## src/hw/fp_div_pkg.sv

```systemverilog
`default_nettype none

package fp_div_pkg;

	// Exponent bias of the single-precision format.
	localparam int EXP_BIAS = 127;

	typedef struct packed {
		logic        sign;
		logic [7:0]  exp;
		logic [22:0] frac;
	} fp32_t;

	typedef enum logic [1:0] {
		FP_ZERO = 2'b00,
		FP_NORM = 2'b01,
		FP_INF  = 2'b10,
		FP_NAN  = 2'b11
	} fp_class_t;

	// Operand after classification.
	// Mant carries the hidden bit and is zero for non-normal classes.
	typedef struct packed {
		logic        sign;
		fp_class_t   cls;
		logic [7:0]  exp;
		logic [23:0] mant;
	} op_info_t;

	typedef struct packed {
		logic invalid;
		logic div_zero;
		logic overflow;
		logic underflow;
	} fp_flags_t;

	// Canonical quiet NaN.
	localparam fp32_t QNAN = 32'h7FC0_0000;

endpackage

`default_nettype wire

```

## src/hw/fp_unpack.sv

```systemverilog
`timescale 1ns/10ps
`default_nettype none

module fp_unpack (
	input  wire fp_div_pkg::fp32_t x,
	output fp_div_pkg::op_info_t  info
);

	import fp_div_pkg::*;

	logic exp_zero;
	logic exp_max;
	logic frac_zero;

	assign exp_zero  = (x.exp == 8'h00);
	assign exp_max   = (x.exp == 8'hFF);
	assign frac_zero = (x.frac == 23'd0);

	always_comb begin
		info.sign = x.sign;
		info.exp  = x.exp;
		if (exp_zero) begin
			// Subnormals flush to zero.
			info.cls  = FP_ZERO;
			info.mant = 24'd0;
		end else if (exp_max) begin
			if (frac_zero) begin
				info.cls = FP_INF;
			end else begin
				info.cls = FP_NAN;
			end
			info.mant = 24'd0;
		end else begin
			// Hidden bit restored.
			info.cls  = FP_NORM;
			info.mant = {1'b1, x.frac};
		end
	end

endmodule

`default_nettype wire

```

## src/hw/mant_divider.sv

```systemverilog
`timescale 1ns/10ps
`default_nettype none

module mant_divider #(
	parameter int QUOT_W = 27
) (
	input  wire               CLK,
	input  wire               rst_n,
	input  wire               start,
	input  wire [23:0]        dividend,
	input  wire [23:0]        divisor,
	output logic [QUOT_W-1:0] quotient,
	output logic              rem_nonzero,
	output logic              done
);

	localparam int CNT_W = $clog2(QUOT_W);
	localparam int REM_W = 25;

	typedef enum logic [1:0] {
		IDLE    = 2'b00,
		DIVIDE  = 2'b01,
		CORRECT = 2'b11,
		FINISH  = 2'b10
	} state_t;

	state_t state;
	state_t state_nxt;

	logic [CNT_W-1:0] count;
	logic             last_iter;

	logic [23:0]      divisor_q;
	logic [REM_W-1:0] div_ext;
	logic [REM_W-1:0] rem_q;
	logic [REM_W-1:0] rem_shift;
	logic [REM_W-1:0] rem_next;
	logic [REM_W-1:0] rem_fix;

	assign last_iter = (count == CNT_W'(QUOT_W - 1));
	assign div_ext   = {1'b0, divisor_q};

	always_comb begin
		state_nxt = state;
		case (state)
			IDLE: begin
				if (start) begin
					state_nxt = DIVIDE;
				end
			end
			DIVIDE: begin
				if (last_iter) begin
					state_nxt = CORRECT;
				end
			end
			CORRECT: begin
				state_nxt = FINISH;
			end
			default: begin
				state_nxt = IDLE;
			end
		endcase
	end

	always_ff @(posedge CLK or negedge rst_n) begin
		if (!rst_n) begin
			state <= IDLE;
			count <= '0;
			done  <= 1'b0;
		end else begin
			state <= state_nxt;
			done  <= (state == FINISH);
			if (state == DIVIDE) begin
				count <= count + 1'b1;
			end else begin
				count <= '0;
			end
		end
	end

	// Partial remainder ALU.
	always_comb begin
		// First step works on the unshifted dividend, so the top bit has weight one.
		if (count == '0) begin
			rem_shift = rem_q;
		end else begin
			rem_shift = rem_q << 1;
		end
		if (rem_q[REM_W-1]) begin
			rem_next = rem_shift + div_ext;
		end else begin
			rem_next = rem_shift - div_ext;
		end
		// Negative final remainder gets the divisor back.
		if (rem_q[REM_W-1]) begin
			rem_fix = rem_q + div_ext;
		end else begin
			rem_fix = rem_q;
		end
	end

	always_ff @(posedge CLK) begin
		case (state)
			IDLE: begin
				if (start) begin
					rem_q     <= {1'b0, dividend};
					divisor_q <= divisor;
				end
			end
			DIVIDE: begin
				rem_q    <= rem_next;
				quotient <= {quotient[QUOT_W-2:0], ~rem_next[REM_W-1]};
			end
			CORRECT: begin
				rem_nonzero <= (rem_fix != '0);
			end
			default: begin
				rem_q <= rem_q;
			end
		endcase
	end

endmodule

`default_nettype wire

```

## src/hw/fp_round_pack.sv

```systemverilog
`timescale 1ns/10ps
`default_nettype none

module fp_round_pack #(
	parameter int QUOT_W = 27
) (
	input  wire                       sign,
	input  wire signed [9:0]          exp_in,
	input  wire fp_div_pkg::op_info_t a_info,
	input  wire fp_div_pkg::op_info_t b_info,
	input  wire [QUOT_W-1:0]          quotient,
	input  wire                       rem_nonzero,
	output fp_div_pkg::fp32_t         result,
	output fp_div_pkg::fp_flags_t     flags
);

	import fp_div_pkg::*;

	logic              q_top;
	logic [QUOT_W-1:0] q_norm;
	logic signed [9:0] exp_norm;
	logic signed [9:0] exp_rnd;
	logic [23:0]       mant;
	logic              guard;
	logic              sticky;
	logic              round_up;
	logic [24:0]       mant_rnd;

	logic  nan_case;
	fp32_t inf_word;
	fp32_t zero_word;
	fp32_t norm_word;

	// Quotient is in [0.5, 2); at most one left shift normalizes it.
	assign q_top    = quotient[QUOT_W-1];
	assign q_norm   = q_top ? quotient : {quotient[QUOT_W-2:0], 1'b0};
	assign exp_norm = q_top ? exp_in : exp_in - 10'sd1;

	assign mant   = q_norm[QUOT_W-1 -: 24];
	assign guard  = q_norm[QUOT_W-25];
	assign sticky = (|q_norm[QUOT_W-26:0]) | rem_nonzero;

	// Nearest even.
	assign round_up = guard & (sticky | mant[0]);
	assign mant_rnd = {1'b0, mant} + {24'd0, round_up};
	assign exp_rnd  = mant_rnd[24] ? exp_norm + 10'sd1 : exp_norm;

	assign inf_word  = '{sign: sign, exp: 8'hFF, frac: 23'd0};
	assign zero_word = '{sign: sign, exp: 8'h00, frac: 23'd0};
	// On a carry out the fraction bits are all zero.
	assign norm_word = '{sign: sign, exp: exp_rnd[7:0], frac: mant_rnd[22:0]};

	assign nan_case = (a_info.cls == FP_NAN) || (b_info.cls == FP_NAN) ||
		((a_info.cls == FP_ZERO) && (b_info.cls == FP_ZERO)) ||
		((a_info.cls == FP_INF) && (b_info.cls == FP_INF));

	always_comb begin
		result = norm_word;
		flags  = '0;
		if (nan_case) begin
			result        = QNAN;
			flags.invalid = 1'b1;
		end else if (a_info.cls == FP_INF) begin
			result = inf_word;
		end else if (b_info.cls == FP_ZERO) begin
			result         = inf_word;
			flags.div_zero = 1'b1;
		end else if ((a_info.cls == FP_ZERO) || (b_info.cls == FP_INF)) begin
			result = zero_word;
		end else if (exp_rnd >= 10'sd255) begin
			result         = inf_word;
			flags.overflow = 1'b1;
		end else if (exp_rnd <= 10'sd0) begin
			// Results below the normal range flush to zero.
			result          = zero_word;
			flags.underflow = 1'b1;
		end
	end

endmodule

`default_nettype wire

```

## src/hw/fp_div_top.sv

```systemverilog
`timescale 1ns/10ps
`default_nettype none

module fp_div_top #(
	parameter int QUOT_W = 27
) (
	input  wire                        CLK,
	input  wire                        rst_n,
	input  wire                        in_valid,
	input  wire fp_div_pkg::fp32_t     a,
	input  wire fp_div_pkg::fp32_t     b,
	output logic                       in_ready,
	output logic                       out_valid,
	output fp_div_pkg::fp32_t          result,
	output fp_div_pkg::fp_flags_t      flags
);

	import fp_div_pkg::*;

	op_info_t a_info;
	op_info_t b_info;
	op_info_t a_info_q;
	op_info_t b_info_q;

	logic              accept;
	logic              busy;
	logic              sign_q;
	logic signed [9:0] exp_diff;
	logic signed [9:0] exp_q;

	logic [QUOT_W-1:0] quotient;
	logic              rem_nonzero;
	logic              div_done;

	fp32_t     rp_result;
	fp_flags_t rp_flags;

	fp_unpack u_unpack_a (
		.x    (a),
		.info (a_info)
	);

	fp_unpack u_unpack_b (
		.x    (b),
		.info (b_info)
	);

	assign in_ready = !busy;
	assign accept   = in_valid && in_ready;

	// Biased result exponent before normalization.
	assign exp_diff = $signed({2'b00, a_info.exp}) - $signed({2'b00, b_info.exp}) +
		$signed(10'(EXP_BIAS));

	// The divider always runs its full count, specials included.
	mant_divider #(
		.QUOT_W (QUOT_W)
	) u_divider (
		.CLK         (CLK),
		.rst_n       (rst_n),
		.start       (accept),
		.dividend    (a_info.mant),
		.divisor     (b_info.mant),
		.quotient    (quotient),
		.rem_nonzero (rem_nonzero),
		.done        (div_done)
	);

	fp_round_pack #(
		.QUOT_W (QUOT_W)
	) u_round_pack (
		.sign        (sign_q),
		.exp_in      (exp_q),
		.a_info      (a_info_q),
		.b_info      (b_info_q),
		.quotient    (quotient),
		.rem_nonzero (rem_nonzero),
		.result      (rp_result),
		.flags       (rp_flags)
	);

	always_ff @(posedge CLK or negedge rst_n) begin
		if (!rst_n) begin
			busy      <= 1'b0;
			out_valid <= 1'b0;
		end else begin
			out_valid <= div_done;
			if (accept) begin
				busy <= 1'b1;
			end else if (div_done) begin
				busy <= 1'b0;
			end
		end
	end

	always_ff @(posedge CLK) begin
		if (accept) begin
			a_info_q <= a_info;
			b_info_q <= b_info;
			sign_q   <= a.sign ^ b.sign;
			exp_q    <= exp_diff;
		end
		// Held until the next division completes.
		if (div_done) begin
			result <= rp_result;
			flags  <= rp_flags;
		end
	end

endmodule

`default_nettype wire

```

## config.mk

```make
export PLATFORM = sky130hd
export DESIGN_NAME = fp_div_top
export DESIGN_NICKNAME = d
export VERILOG_FILES = /design/src/hw/fp_div_pkg.sv /design/src/hw/fp_unpack.sv /design/src/hw/mant_divider.sv /design/src/hw/fp_round_pack.sv /design/src/hw/fp_div_top.sv
export SDC_FILE = /design/constraint.sdc
export NUM_CORES = 1
export LEC_CHECK = 0
export BUFFER_PORTS_ARGS = -buffer_cell sky130_fd_sc_hd__buf_2
export CAP_MARGIN = 20
export CORE_MARGIN = 4
export CORE_UTILIZATION = 50
export DETAILED_ROUTE_END_ITERATION = 16
export HOLD_SLACK_MARGIN = 0.12
export PLACE_DENSITY = 0.69
export SLEW_MARGIN = 30
export SYNTH_ARGS = -nofsm -noshare
export SYNTH_HDL_FRONTEND = slang
export SYNTH_SLANG_ARGS = --single-unit
```

## constraint.sdc

```tcl
create_clock -name CLK -period 6.7 [get_ports CLK]
set_input_delay 0 -clock CLK [delete_from_list [all_inputs] [get_ports CLK]]
set_output_delay 0 -clock CLK [all_outputs]
set_load 0.1 [all_outputs]
```

### Word-level counts from Yosys, hierarchy flattened

Cells that the tools add are included.

* register bits after elaboration: 138
* bits in latches: 0
* RAM bits: 0
* ROM bits: 0
* bits of input ports: 67
* output and inout bits: 38
* logic and storage cells: 115
* memories: 0

* add/subtract/negate cells: 9
* multipliers: 0
* div/mod/pow operators: 0
* magnitude comparators: 2
* equal/unequal tests: 12
* shifts and indexed selects: 0
* multiplexer cells: 30
* bitwise logic cells: 7
* reductions and logical operators: 31

Operators by type and width (count)
* $mux W25: 4
* $mux W31: 3
* $mux W24: 3
* $add A25 B24 Y25: 2
* $pmux W25 S2: 1
* $logic_not A23 Y1: 2
* $mux W23: 2
* $mux W27: 1
* $add A24 B1 Y25: 1
* $reduce_bool A25 Y1: 1
* $sub A25 B24 Y25: 1
* $mux W10: 2
* $eq A8 B8 Y1 const B: 2
* $logic_not A8 Y1: 2
* $eq A2 B2 Y1 const B: 6
* $add A10 B2 Y10 const B: 1
* $add A9 B8 Y10 const B: 1
* $ge A10 B9 Y1 const B: 1
* $le A10 B1 Y1 const B: 1
* $mux W1: 10
* $reduce_or A2 Y1: 5
* $sub A10 B2 Y10 const B: 1
* $sub A8 B8 Y9: 1
* $logic_not A2 Y1: 3
* 22 further kinds: 34

### Logic depth before layout (Yosys ltp)

* depth in word-level cells: 13
* mapped depth: 18
* gate-level depth less buffers: 18

### Hierarchy

Synthesis repeated with hierarchy kept, for this count alone.

* cells, all modules: 1258
* area total of the unflattened synthesis: 13593.0 µm²

Modules (own cells, without submodules)
* mant_divider: instances 1, cells each 626, area each 6342.3 µm², seq. area each 2512.4 µm²
* fp_div_top: instances 1, cells each 212, area each 4249.1 µm², seq. area each 3563.4 µm²
* fp_round_pack: instances 1, cells each 318, area each 2208.4 µm², seq. area each 0.0 µm²
* fp_unpack: instances 2, cells each 51, area each 396.6 µm², seq. area each 0.0 µm²

### Worst setup path before layout

No wires, ideal clock.

* kind: flip-flop to flip-flop
* from: register u_divider.quotient[26]
* to: register result[0] (netlist name) (data pin)
* setup time: 257 ps
* data arrival time: 4631 ps
* data required time: 6443 ps
* path slack: 1812 ps
* stages on the path, launching flop included: 19
* buffers on the path: 6
* clock period less this slack: 4888 ps
* cell sequence: edfxtp_1 buf_6 buf_2 buf_1 buf_1 buf_1 nand2_1 o21ai_0 ha_1 and3_1 nand3_1 nor4_4 nand3b_1 mux2i_1 or3_1 o41ai_1 or2_4 buf_2 nor2_1

* word-level cells in the longest chain between the ends: 9
* elaborated cells on any way between the ends: 12
* those cells by class: 2 x add/sub; 2 x order compare; 3 x mux; 3 x bitwise; 2 x reduce/logical

Ends and longest elaborated chain
* start, declared: line mant_divider.sv:12 `output logic [QUOT_W-1:0] quotient,`
* start signal, assigned: line mant_divider.sv:112 `quotient <= {quotient[QUOT_W-2:0], ~rem_next[REM_W-1]};`
* $mux W27: line fp_round_pack.sv:36 `assign q_norm = q_top ? quotient : {quotient[QUOT_W-2:0], 1'b0};`
* $reduce_or A2 Y1: line fp_round_pack.sv:41 `assign sticky = (|q_norm[QUOT_W-26:0]) | rem_nonzero;`
* $or A1 B1 Y1: line fp_round_pack.sv:41
* $or A1 B1 Y1: line fp_round_pack.sv:44 `assign round_up = guard & (sticky | mant[0]);`
* $and A1 B1 Y1: line fp_round_pack.sv:44
* $add A24 B1 Y25: line fp_round_pack.sv:45 `assign mant_rnd = {1'b0, mant} + {24'd0, round_up};`
* $mux W10: line fp_round_pack.sv:46 `assign exp_rnd = mant_rnd[24] ? exp_norm + 10'sd1 : exp_norm;`
* $le A10 B1 Y1 / $ge A10 B9 Y1 (equally long branches): line fp_round_pack.sv:73, fp_round_pack.sv:70
* $reduce_or A6 Y1 (no line)
* end signal, assigned: line fp_div_top.sv:105 `result <= rp_result;`
* end, declared: line fp_div_top.sv:14 `output fp_div_pkg::fp32_t result,`

Several ways; a longest one is shown, not always the timed one.
A chain may end at the register's enable or synchronous reset.

### Worst setup path after layout

Same ends and word-level chain as after synthesis.

==> metrics.cfg <==
[placement]
total_placed_cells_including_tap_cells=1450
finalWeightedCongestion=0.937
io_buffers=104
place.detailed.hpwl_mm=19.3

[cells_and_area]
antenna_cells=0
post_route_cells_drive_above_1_share=0.157
nNetsFinal=1398
filler_cell_count=1717
layoutNonFillerInstCount=1547
multiInputGateArea_sq_mm=0.00611
sequential_cell_area_sq_mm=0.00409
post-route-util=0.614
layout-area-overhead-vs-synth_pct=19.4

[power_and_ir_drop]
power.share.clock=0.168
p_sw_frac=0.427
p_int_mw=3.21
combPwrFrac=0.546
power.density_mw_per_mm2=445
p_sw_mw=2.39
power.static_leakage_nw=4.78
seq_power_share=0.286
max-vdd-ir-drop_uv=314

[synth]
synth_cells=1099
netlist-cell-type-count=75
synth_area_leaders=sky130_fd_sc_hd__edfxtp_1 36%, sky130_fd_sc_hd__ha_1 7.6%, sky130_fd_sc_hd__xnor2_1 5.1%, sky130_fd_sc_hd__xor2_1 4.7%, sky130_fd_sc_hd__nor2_1 3.8%
muxShareOfSynthArea=0.0430
synth-adder-area-share=0.0817
synth_edf_count=128
synth_fp_nets=1233
yosysTopAreaCellShare=0.365
postSynth.asyncResetShare=0.0725
synthMostInstantiatedCell=sky130_fd_sc_hd__edfxtp_1
synth_top_family_by_area=simple AND/OR/NAND/NOR gates
synth-warning-count=0
yosys.area_share.simple=0.199
synthesized_area_fraction_occupied_by_ao_oa_aoi_and_oai_cells=0.156
synth-xor-area-share=0.0980
postSynthAreaPerCell_sq_um=9.59
count_of_state_elements_after_synthesis=138
synth_top_area_cell=sky130_fd_sc_hd__edfxtp_1
syn-cell-area_sq_mm=0.0105
ys_dominant_reg_cell=sky130_fd_sc_hd__edfxtp_1
ys_seq_area_frac=0.388
synth_common_cells=128 x sky130_fd_sc_hd__edfxtp_1, 107 x sky130_fd_sc_hd__nor2_1, 75 x sky130_fd_sc_hd__nand2_1

[worst_setup_path]
worst_endpoint_required_time_ns=6.86
setup.worst_path.end_class=flop
critical-path-slowest-cell=sky130_fd_sc_hd__nor4_4
worstSetupStartpointType=flop
critical_path.cell_chain=buf_4, nand2_1, a21boi_0, ha_1, and3_1, nand3_1, nor4_4, nand3b_1, mux2i_1, or3_1, o41ai_1, or2_4, nor2_1
critPathTopFamily=simple AND/OR/NAND/NOR gates
timing.critical_path.slowest_cell_delay_ns=0.66
path_class=reg2reg
critical_path.n_buffers_inverters=1
timing.critical_path.fanout_max=61
timing.critical_path.arrival_ns=5.09

[clock_tree]
cts_buffer_depth=2
clock_tree.root_cell=sky130_fd_sc_hd__clkbuf_16
worstSkewPairLatency_ns=0.42
cts-buffers-inserted=17
ctsResizeCount=0
clock_tree_sinks=138
clkTransAtPathRegs_ns=0.07
cts_tree=done
cts_max_level=4

[floorplan]
core_area_sq_mm=0.0205
die_height_microns=153
initial_core_utilization=0.514
ios=105
die-width_microns=153
die_area_sq_mm=0.0235
rows=52

[drt]
drtPass1Iterations=5
post_route_drc=0
antenna_violating_nets_post_route=0
drt_iter0_drc=625
drt-vias-per-instance=5.79
route.final.wire_length_mm=26.5
avgRoutedWirePerCell_microns=17.1
via_count_of_the_routed_design=8954

[timing]
worst_slew_pin_slew_ns=0.888
setup_repair_after_global_routing_missed_its_margin=no
timing.clock.skew_ns=0.0130
slew_headroom=0.402
report.final.hold_viol_count=0
layout_min_cycle_time_ns=4.92
max_freq_mhz=203
timing.final.crit_share=0.735
setup_total_negative_slack_ns=0
timing.hold.ws_ns=0.151
finalSetupViolations=0
final-max-slew-violation-count=0

[outcome]
run_status=finished clean

[global_routing]
grt_start_max_net_pins=62
grt_overflow_total=0
grt_pass1_wl_mm=43.8
number_of_global_route_vias_before_repair=8622
grt.total_usage=0.226
grt_antenna_before_repair=0

[min_path]
hp-class=in2reg

[flow_run]
maxCapViolations=0

-- registers in the layout (all words and copies together), names as in the netlist, 2 cells and up --
register / count
u_divider.quotient: 27
exp_q: 10
a_info_q: 2
u_divider.rem_q: 25
b_info_q: 2
flags: 4
u_divider.state: 2
u_divider.count: 5
result: 32
u_divider.divisor_q: 24
-- layout make-up --
cell class,instances,share of cell area
sequential,138,0.325
inverter,57,0.0170
timing repair buffer,179,0.0990
clock buffer,17,0.0338
clock inverter,15,0.0126
tap,270,0.0268
multi-input combinational,871,0.485
-- stage by stage --
step	power [mW]	area [sq um]	setup slack (ns)
finish	5.60	12600	1.78
global route	6.09	12600	1.30
CTS	5.59	12600	1.78
detailed placement	4.60	11300	1.78
global placement	4.55	11300	2.02
floorplan	3.97	10500	1.81
-- power groups by stage --
stage / Sequential [mW] / Clock [mW] / Combinational (mW)
after floorplan: 1.48 / 0 / 2.49
after global routing: 1.64 / 0.990 / 3.46
after detailed placement: 1.61 / 0 / 2.99
after global placement: 1.61 / 0 / 2.95
final: 1.60 / 0.939 / 3.06
after CTS: 1.60 / 0.952 / 3.04
-- tightest hold or removal path: cells and delay by family --
kind | cells | cell delay [ns]
fa+ha+maj | 1 | 0.14
xor+xnor | 1 | 0.14
buf+inv | 1 | 0.11
compound gates | 1 | 0.06
-- worst paths after layout --
path / slack [ns] / cells after the start / from / to
setup reg to reg: 1.78 / 13 / u_divider.quotient[26]$_DFFE_PP_ / result[0]$_SDFFCE_PP0P_
setup / recovery: 1.78 / 13 / u_divider.quotient[26]$_DFFE_PP_ / result[0]$_SDFFCE_PP0P_
hold reg to reg: 0.50 / 1 / u_divider.count[0]$_DFF_PN0_ / u_divider.count[0]$_DFF_PN0_
hold / removal: 0.15 / 4 / a[30] / exp_q[8]$_DFFE_PP_
max in group asynchronous: 5.82 / 3 / rst_n / busy$_DFFE_PN0P_
min in group asynchronous: 0.57 / 3 / rst_n / u_divider.count[1]$_DFF_PN0_
-- layer usage --
| metal | track usage | wire length [microns] |
|---|---|---|
| met1 | 0.315 | 12300 |
| met2 | 0.363 | 12300 |
| met3 | 0.0452 | 1390 |
| met5 | 0 | 0 |
| met4 | 0.0560 | 482 |
-- kinds of logic after synthesis --
group / after synthesis
AOI/OAI and AO/OA: 246
xor gates and xnor gates: 118
adders and majority gates: 67
buffers and inverters: 90
DFF: 138
muxes: 42
and+or+nand+nor: 398
-- what timing repair did --
item / in CTS / in global routing
hold buffers: 65 / 0
endpoints found under the hold margin: 64 / 0
setup buffers: 0 / 0
-- placed cells by master, fill, tap and decap left out, drive strengths merged, types with 26 or more instances in the layout --
master	instances
nand3	29
o21ai	67
ha	64
inv	64
a21oi	56
xnor2	61
edfxtp	128
nand2	75
nor2	107
nor4	29
xor2	57
and2	35
mux2	26
buf	114
dlygate4sd3	65
No activity file was read; power rests on OpenSTA's default activity.
